--- src/common/xbar_cfg_pkg.sv ---
package xbar_cfg_pkg;

    //////////////////////////////////////////////////
    // Switch dimensions
    //////////////////////////////////////////////////

    // Ports per side, inputs and outputs alike
    localparam int XBAR_PORTS = 4;

    localparam int XBAR_DW    = 8;  // Bits per port data
    localparam int XBAR_IDX_W = 2;  // Enough to name any port

    // Index must reach every port
    // 2**XBAR_IDX_W >= XBAR_PORTS

endpackage

--- src/common/xbar_types_pkg.sv ---
package xbar_types_pkg;

    import xbar_cfg_pkg::*;

    //////////////////////////////////////////////////
    // Scalar and per-port types
    //////////////////////////////////////////////////

    typedef logic [XBAR_DW-1:0]    xbar_data_t;  // One port's byte
    typedef logic [XBAR_IDX_W-1:0] xbar_idx_t;   // Port number

    typedef logic [XBAR_PORTS-1:0]   xbar_vec_t;       // One bit per port
    typedef xbar_vec_t [XBAR_PORTS-1:0] xbar_tmat_t;   // [input][output]
    typedef xbar_data_t [XBAR_PORTS-1:0] xbar_data_vec_t;
    typedef xbar_idx_t [XBAR_PORTS-1:0]  xbar_idx_vec_t;

    //////////////////////////////////////////////////
    // Stage payloads
    //////////////////////////////////////////////////

    // Ingress register contents
    typedef struct packed {
        xbar_tmat_t     tgt;    // One-hot targets, already gated by valid
        xbar_vec_t      valid;  // Per input request
        xbar_data_vec_t data;   // Per input byte
    } xbar_ingress_t;

    // Routed result, per output except drop
    typedef struct packed {
        xbar_vec_t      valid;  // Output got a winner
        xbar_data_vec_t data;
        xbar_idx_vec_t  src;    // Winning input
        xbar_vec_t      drop;   // Per input, lost arbitration
    } xbar_result_t;

endpackage

--- src/common/xbar_route_if.sv ---
`timescale 1ns/1ps

// Ingress to crosspoint link
interface xbar_route_if
    import xbar_types_pkg::*;
();

    xbar_tmat_t     tgt;    // Target matrix, input by output
    xbar_vec_t      valid;  // Registered request strobes
    xbar_data_vec_t data;   // Registered bytes
    logic           en;     // Pipeline advance level

    // Ingress side
    modport src (
        output tgt,
        output valid,
        output data,
        output en
    );

    // Core side
    modport dst (
        input tgt,
        input valid,
        input data,
        input en
    );

endinterface

--- src/rtl/xbar_stage_reg.sv ---
`timescale 1ns/1ps

// Generic pipeline stage
// Loads on en, clears asynchronously
module xbar_stage_reg #(
    parameter type payload_t = logic  // Any packed payload
) (
    input  logic     clk,
    input  logic     rst_n,
    input  logic     en,   // Stall when low
    input  payload_t d,
    output payload_t q
);

    //////////////////////////////////////////////////
    // Storage
    //////////////////////////////////////////////////

    always_ff @(posedge clk or negedge rst_n) begin
        if (!rst_n) begin
            q <= '0;  // Everything back to zero
        end else if (en) begin
            q <= d;
        end
        // Otherwise hold
    end

endmodule

--- src/rtl/xbar_ingress.sv ---
`timescale 1ns/1ps

// Request sampling and destination decode
module xbar_ingress
    import xbar_cfg_pkg::*;
    import xbar_types_pkg::*;
(
    input  logic           clk,
    input  logic           rst_n,
    input  logic           en,
    input  xbar_vec_t      in_valid,  // Request strobes
    input  xbar_idx_vec_t  in_dest,   // Target output per input
    input  xbar_data_vec_t in_data,
    xbar_route_if.src      route
);

    xbar_ingress_t ing_d;  // Decoded, not yet registered
    xbar_ingress_t ing_q;

    //////////////////////////////////////////////////
    // Destination decode
    //////////////////////////////////////////////////

    always_comb begin
        ing_d.valid = in_valid;
        ing_d.data  = in_data;
        for (int i = 0; i < XBAR_PORTS; i++) begin
            for (int o = 0; o < XBAR_PORTS; o++) begin
                // One-hot, empty when no request
                ing_d.tgt[i][o] = in_valid[i] && (in_dest[i] == xbar_idx_t'(o));
            end
        end
    end

    // First pipeline stage
    xbar_stage_reg #(
        .payload_t (xbar_ingress_t)
    ) u_ing_reg (
        .clk   (clk),
        .rst_n (rst_n),
        .en    (en),
        .d     (ing_d),
        .q     (ing_q)
    );

    // Drive the link
    assign route.tgt   = ing_q.tgt;
    assign route.valid = ing_q.valid;
    assign route.data  = ing_q.data;
    assign route.en    = en;  // Core sees same stall

endmodule

--- src/xbar_core/xbar_prio_arbiter.sv ---
`timescale 1ns/1ps

// Fixed priority, lowest input wins
// Purely combinational
module xbar_prio_arbiter
    import xbar_cfg_pkg::*;
    import xbar_types_pkg::*;
(
    input  xbar_tmat_t    target,   // [input][output] requests
    output xbar_tmat_t    grant,    // [input][output] winners
    output xbar_idx_vec_t win_idx,  // Winner per output
    output xbar_vec_t     win_any,  // Output has any requester
    output xbar_vec_t     drop      // Per input, requested but lost
);

    //////////////////////////////////////////////////
    // Per-output resolution
    //////////////////////////////////////////////////

    always_comb begin
        logic found;  // Winner seen for this column

        grant   = '0;
        win_idx = '0;
        win_any = '0;
        found   = 1'b0;

        for (int o = 0; o < XBAR_PORTS; o++) begin
            found = 1'b0;
            // Scan upward, first hit sticks
            for (int i = 0; i < XBAR_PORTS; i++) begin
                if (target[i][o] && !found) begin
                    found       = 1'b1;
                    grant[i][o] = 1'b1;
                    win_idx[o]  = xbar_idx_t'(i);
                end
            end
            win_any[o] = found;
        end
    end

    //////////////////////////////////////////////////
    // Losers
    //////////////////////////////////////////////////

    // Row nonzero means the input was valid
    always_comb begin
        for (int i = 0; i < XBAR_PORTS; i++) begin
            drop[i] = (|target[i]) && !(|grant[i]);  // Asked, got nothing
        end
    end

endmodule

--- src/xbar_core/xbar_crosspoint.sv ---
`timescale 1ns/1ps

// Routing core
// Arbitrates each output and steers the winning byte
module xbar_crosspoint
    import xbar_cfg_pkg::*;
    import xbar_types_pkg::*;
(
    xbar_route_if.dst    route,
    output xbar_result_t result  // To egress register
);

    xbar_idx_vec_t win_idx;   // Winning input per output
    xbar_vec_t     win_any;   // Output has a winner
    xbar_vec_t     arb_drop;  // Per input, lost

    //////////////////////////////////////////////////
    // Arbitration
    //////////////////////////////////////////////////

    xbar_prio_arbiter u_arb (
        .target  (route.tgt),
        .grant   (),
        .win_idx (win_idx),
        .win_any (win_any),
        .drop    (arb_drop)
    );

    //////////////////////////////////////////////////
    // Data steering
    //////////////////////////////////////////////////

    always_comb begin
        result.valid = win_any;
        result.drop  = arb_drop;
        for (int o = 0; o < XBAR_PORTS; o++) begin
            // Idle outputs pick input 0, egress holds them anyway
            result.data[o] = route.data[win_idx[o]];
            result.src[o]  = win_idx[o];  // Source index travels along
        end
    end

endmodule

--- src/rtl/xbar_egress.sv ---
`timescale 1ns/1ps

// Output stage
// Holds last routed byte, pulses valid on new routes
module xbar_egress
    import xbar_cfg_pkg::*;
    import xbar_types_pkg::*;
(
    input  logic           clk,
    input  logic           rst_n,
    input  logic           en,
    input  xbar_result_t   result,     // Combinational from core
    output xbar_vec_t      out_valid,
    output xbar_data_vec_t out_data,
    output xbar_idx_vec_t  out_src,
    output xbar_vec_t      drop
);

    xbar_result_t res_d;  // After hold substitution
    xbar_result_t res_q;

    //////////////////////////////////////////////////
    // Hold idle outputs
    //////////////////////////////////////////////////

    always_comb begin
        res_d = result;  // Valid and drop pass as is
        for (int o = 0; o < XBAR_PORTS; o++) begin
            if (!result.valid[o]) begin
                // No route, keep what was last sent
                res_d.data[o] = res_q.data[o];
                res_d.src[o]  = res_q.src[o];
            end
        end
    end

    // Second pipeline stage
    xbar_stage_reg #(
        .payload_t (xbar_result_t)
    ) u_res_reg (
        .clk   (clk),
        .rst_n (rst_n),
        .en    (en),
        .d     (res_d),
        .q     (res_q)
    );

    assign out_valid = res_q.valid;  // One enabled cycle per route
    assign out_data  = res_q.data;
    assign out_src   = res_q.src;
    assign drop      = res_q.drop;

endmodule

--- src/rtl/xbar_top.sv ---
`timescale 1ns/1ps

// 4x4 priority crossbar
// Ingress, core and egress, two enabled edges end to end
module xbar_top
    import xbar_cfg_pkg::*;
    import xbar_types_pkg::*;
(
    input  logic                                 clk,
    input  logic                                 rst_n,
    input  logic                                 en,        // Global stall when low
    input  logic [XBAR_PORTS-1:0]                in_valid,
    input  logic [XBAR_PORTS-1:0][XBAR_IDX_W-1:0] in_dest,
    input  logic [XBAR_PORTS-1:0][XBAR_DW-1:0]    in_data,
    output logic [XBAR_PORTS-1:0]                out_valid,
    output logic [XBAR_PORTS-1:0][XBAR_DW-1:0]    out_data,
    output logic [XBAR_PORTS-1:0][XBAR_IDX_W-1:0] out_src,
    output logic [XBAR_PORTS-1:0]                drop       // Per input, lost
);

    //////////////////////////////////////////////////
    // Internal links
    //////////////////////////////////////////////////

    xbar_route_if u_route ();  // Ingress to core

    xbar_result_t routed;      // Core to egress, combinational

    //////////////////////////////////////////////////
    // Pipeline
    //////////////////////////////////////////////////

    // Stage 1, sample and decode
    xbar_ingress u_ingress (
        .clk      (clk),
        .rst_n    (rst_n),
        .en       (en),
        .in_valid (in_valid),
        .in_dest  (in_dest),
        .in_data  (in_data),
        .route    (u_route)
    );

    // Arbitrate and steer
    xbar_crosspoint u_crosspoint (
        .route  (u_route),
        .result (routed)
    );

    // Stage 2, register results
    xbar_egress u_egress (
        .clk       (clk),
        .rst_n     (rst_n),
        .en        (en),
        .result    (routed),
        .out_valid (out_valid),
        .out_data  (out_data),
        .out_src   (out_src),
        .drop      (drop)
    );

endmodule

--- config.mk ---
export PLATFORM = sky130hd
export DESIGN_NAME = xbar_top
export DESIGN_NICKNAME = d
export VERILOG_FILES = /design/src/common/xbar_cfg_pkg.sv /design/src/common/xbar_types_pkg.sv /design/src/common/xbar_route_if.sv /design/src/rtl/xbar_stage_reg.sv /design/src/rtl/xbar_ingress.sv /design/src/xbar_core/xbar_prio_arbiter.sv /design/src/xbar_core/xbar_crosspoint.sv /design/src/rtl/xbar_egress.sv /design/src/rtl/xbar_top.sv
export SDC_FILE = /design/constraint.sdc
export NUM_CORES = 1
export LEC_CHECK = 0
export ABC_CLOCK_PERIOD_IN_PS = 1700
export BUFFER_PORTS_ARGS = -buffer_cell sky130_fd_sc_hd__buf_4
export CAP_MARGIN = 30
export CORE_ASPECT_RATIO = 0.9
export CORE_MARGIN = 5
export CORE_UTILIZATION = 35
export DETAILED_ROUTE_END_ITERATION = 10
export SYNTH_ARGS = -nofsm -noshare
export SYNTH_HDL_FRONTEND = slang
export SYNTH_SLANG_ARGS = --single-unit
--- constraint.sdc ---
create_clock -name clk -period 1.7 [get_ports clk]
set_clock_uncertainty 0.15 [all_clocks]
set_input_delay 0.085 -clock clk [delete_from_list [all_inputs] [get_ports clk]]
set_output_delay 0.085 -clock clk [all_outputs]
set_load 0.005 [all_outputs]
==> key figures <==
Drt
  – WL/cell: 18.7 microns
  – Post-Route WL: 14400 microns
  – Routed vias/inst: 5.44
  – Via count: 4185
  – ANT nets after route: 0
  – Initial DRC count: 546
  – DRC Markers: 0
  – DRT Pass-1 Iters: 6

Global route
  – Largest net degree at the start of global routing: 96
  – GR Util met1: 0.305
  – First-pass GRT wire length: 23100 microns
  – M2 GR Usage: 0.258
  – Antenna violations before repair: 0
  – GRT Residual Overflow: 0
  – Met3 Usage GRT: 0.0514
  – Total Routing Usage GR: 0.191
  – Vias in the first global route: 4029
  – Top Usage Layer GRT: met1

Timing
  – Setup TNS: -0.0457 ns
  – Fmax: 0.573 GHz
  – Slew at the pin closest to its max-slew limit: 0.531 ns
  – Final Hold Fails: 0
  – Fin crit share: 1.03
  – RSZ-0062 raised after global routing: yes
  – Setup ws final: -0.0457 ns
  – Period minus WS final: 1.75 ns
  – Final setup viols: 1
  – Hold WS: 0.116 ns
  – Final Max Slew Viols: 0
  – Slew Limit Headroom: 0.645

Setup path
  – Crit-path slowest cell: a222oi_1
  – Critical Path Fanout Max: 8
  – CP Class: reg -> reg
  – Crit-path cells: nor3_2 -> or2_4 -> a222oi_1 -> a21oi_1
  – Max incr delay on CP: 0.53 ns
  – Crit path required time: 1.74 ns
  – Critical Path Sink Type: flop
  – CP arrival: 1.79 ns
  – Worst setup SP type: flop
  – R2r setup slk: -0.05 ns

Logic synthesis
  – Post-synthesis xor/xnor area fraction: 0
  – Post-synth ARST share: 1.00
  – Adder-Cell Fraction of Synth Area: 0
  – Area leader, netlist: dfrtp_1
  – Synth Cell Area: 4570 sq um
  – Post-synth EDFFs: 0
  – Avg Cell Area, Syn: 10.3 sq um
  – Compound-Gate Fraction of Synth Area: 0.226
  – Yosys top cell area share: 0.520
  – Mux share of post-synthesis cell area: 0.0788
  – Number of synthesized register bits: 95
  – Syn_nets: 491
  – Yosys warnings: 0
  – Ranking of synthesized cells by area: dfrtp_1 (52%), mux2_2 (7.9%), a21oi_1 (5.4%)
  – Syn Inst Count: 444
  – Synth Flop Type: dfrtp_1
  – Post-synthesis cell type count: 40
  – Sequential share of the synthesized area: 0.520
  – Synth Area in Simple Gates: 0.128
  – Most frequent cells after synthesis: dfrtp_1 (95), nand2_1 (51), a21oi_1 (49)
  – Largest family of logic cells by synthesized area: compound AO/OA/AOI/OAI gates
  – Most common cell in the netlist: dfrtp_1

Power
  – Clock network fraction of design power: 0.327
  – Power Density: 1110 nW/um^2
  – Peak supply drop: 0.656 mV
  – Internal power: 5.16 mW
  – Logic gate share of total power: 0.250
  – Total power: 7.26 mW
  – Leakage power total: 2.79 nW
  – Net Sw Frac: 0.289
  – Reg power frac: 0.422
  – Net Sw Power: 2.10 mW

Clocking
  – H-tree lvl count: 3
  – Root Buffer: clkbuf_16
  – Skew-Pair Late Insertion Delay: 0.34 ns
  – # clock sinks: 95
  – CTS Buf Count: 9
  – Clk slew on worst S/H paths: 0.07 ns
  – CTS tree: built
  – Clk buf depth: 2

Placed design
  – Placed cell area: 5530 sq um
  – DP Worst Slack: -0.0543 ns
  – Post-placement cell count: 693
  – Gpl congestion: 0.877
  – Port-buffer cells: 93
  – Dpl hpwl: 10200 microns

Outcome
  – Outcome: finished with violations
  – Failing checks: negative setup slack

Cells and area
  – Util after Layout: 0.513
  – Layout Nets: 647
  – Fill cells: 1128
  – Antenna diode count: 0
  – Cell area after layout: 6530 sq um
  – Share of cells above drive strength 1: 0.327
  – Final Instance Count excl. Fillers: 769
  – Layout area overhead: 42.9%

Floorplan
  – Die area: 15400 sq um
  – Rows: 39
  – Initial core utilization: 0.359
  – Top Ports: 95
  – Die W: 130 microns
  – Die Ht: 118 microns
  – Core area: 12700 sq um

Flow run
  – Max cap viols: 0

Min path
  – HP Class: in -> reg
state kept, by name, indices dropped and copies added, names as in the netlist:
| signal | count |
|---|---|
| u_ingress.u_ing_reg.q | 48 |
| u_egress.u_res_reg.q | 47 |
area by class of cell:
| cell class | count | area [sq um] | share of cell area |
|---|---|---|---|
| inverter | 7 | 26.3 | 0.00402 |
| multi-input combinational | 307 | 2020 | 0.310 |
| clock buffer | 9 | 225 | 0.0345 |
| tap | 164 | 205 | 0.0314 |
| clock inverter | 7 | 125 | 0.0192 |
| timing repair buffer | 180 | 1550 | 0.237 |
| sequential | 95 | 2380 | 0.365 |
power by group through the flow:
| stage | clock (mW) | combinational, mW | sequential, mW |
|---|---|---|---|
| 6_report | 2.38 | 1.82 | 3.06 |
| 5_1_grt | 2.54 | 2.01 | 3.13 |
| 3_5_place_dp | 0 | 1.68 | 3.09 |
| 3_3_place_gp | 0 | 1.66 | 3.09 |
| 2_1_floorplan | 0 | 0.794 | 3.00 |
| 4_1_cts | 2.44 | 1.80 | 3.05 |
timing repair:
item,in CTS,in global routing
setup endpoints to repair,17,29
hold buffers,56,0
pin swaps,1,9
buffers inserted,0,4
gates resized for setup,3,19
endpoints found under the hold margin,146,0
worst paths after layout:
check                                          startpoint                   endpoint  cells after the start
worst max-delay path            u_ingress.u_ing_reg.q[46]   u_egress.u_res_reg.q[30]                      4
worst min-delay path                                   en   u_egress.u_res_reg.q[20]                      4
worst max register to register  u_ingress.u_ing_reg.q[46]   u_egress.u_res_reg.q[30]                      4
worst min register to register   u_egress.u_res_reg.q[45]   u_egress.u_res_reg.q[45]                      1
max in group asynchronous                           rst_n  u_ingress.u_ing_reg.q[46]                      3
min in group asynchronous                           rst_n    u_egress.u_res_reg.q[4]                      3
placed cells by master (no fill, tap or decap), types with 3 or more instances in the layout:
master / synthesis / routed
o2bb2ai_1: 11 / 11
a221oi_1: 9 / 9
inv_6: 0 / 4
inv_1: 5 / 5
o21ai_0: 16 / 15
a21o_1: 5 / 4
o21ai_1: 2 / 3
buf_12: 0 / 4
a21oi_1: 49 / 49
o22ai_1: 6 / 6
dfrtp_1: 95 / 90
dfrtp_2: 0 / 5
clkbuf_16: 0 / 9
nand3b_1: 8 / 8
a222oi_1: 24 / 24
bufinv_16: 0 / 3
mux2_2: 32 / 32
nand2_1: 51 / 51
nor2b_2: 0 / 4
dlygate4sd3_1: 0 / 56
nor4_1: 3 / 3
nor2_1: 45 / 45
buf_4: 2 / 119
a22o_1: 8 / 8
nand2b_1: 8 / 8
kinds of logic (layout without fill, tap and decap cells):
| family | Yosys count | count (layout) |
|---|---|---|
| compound gates | 144 | 144 |
| buf+inv | 42 | 203 |
| flops | 95 | 95 |
| mux | 32 | 32 |
| other cells | 1 | 1 |
| simple gates | 130 | 130 |
routing by layer:
layer	vias up	share of wire
li1	1954	-
met1	1990	0.48
met2	224	0.41
met3	17	0.10
met4	0	0.012
met5	-	0
worst max-delay path, delay by kind of cell (launching register included):
kind               cells  cell delay [ns]
AOI/OAI and AO/OA      2             0.66
DFF                    1             0.45
and+or+nand+nor        2             0.34
Note: power is estimated with default switching activity, not from simulation.
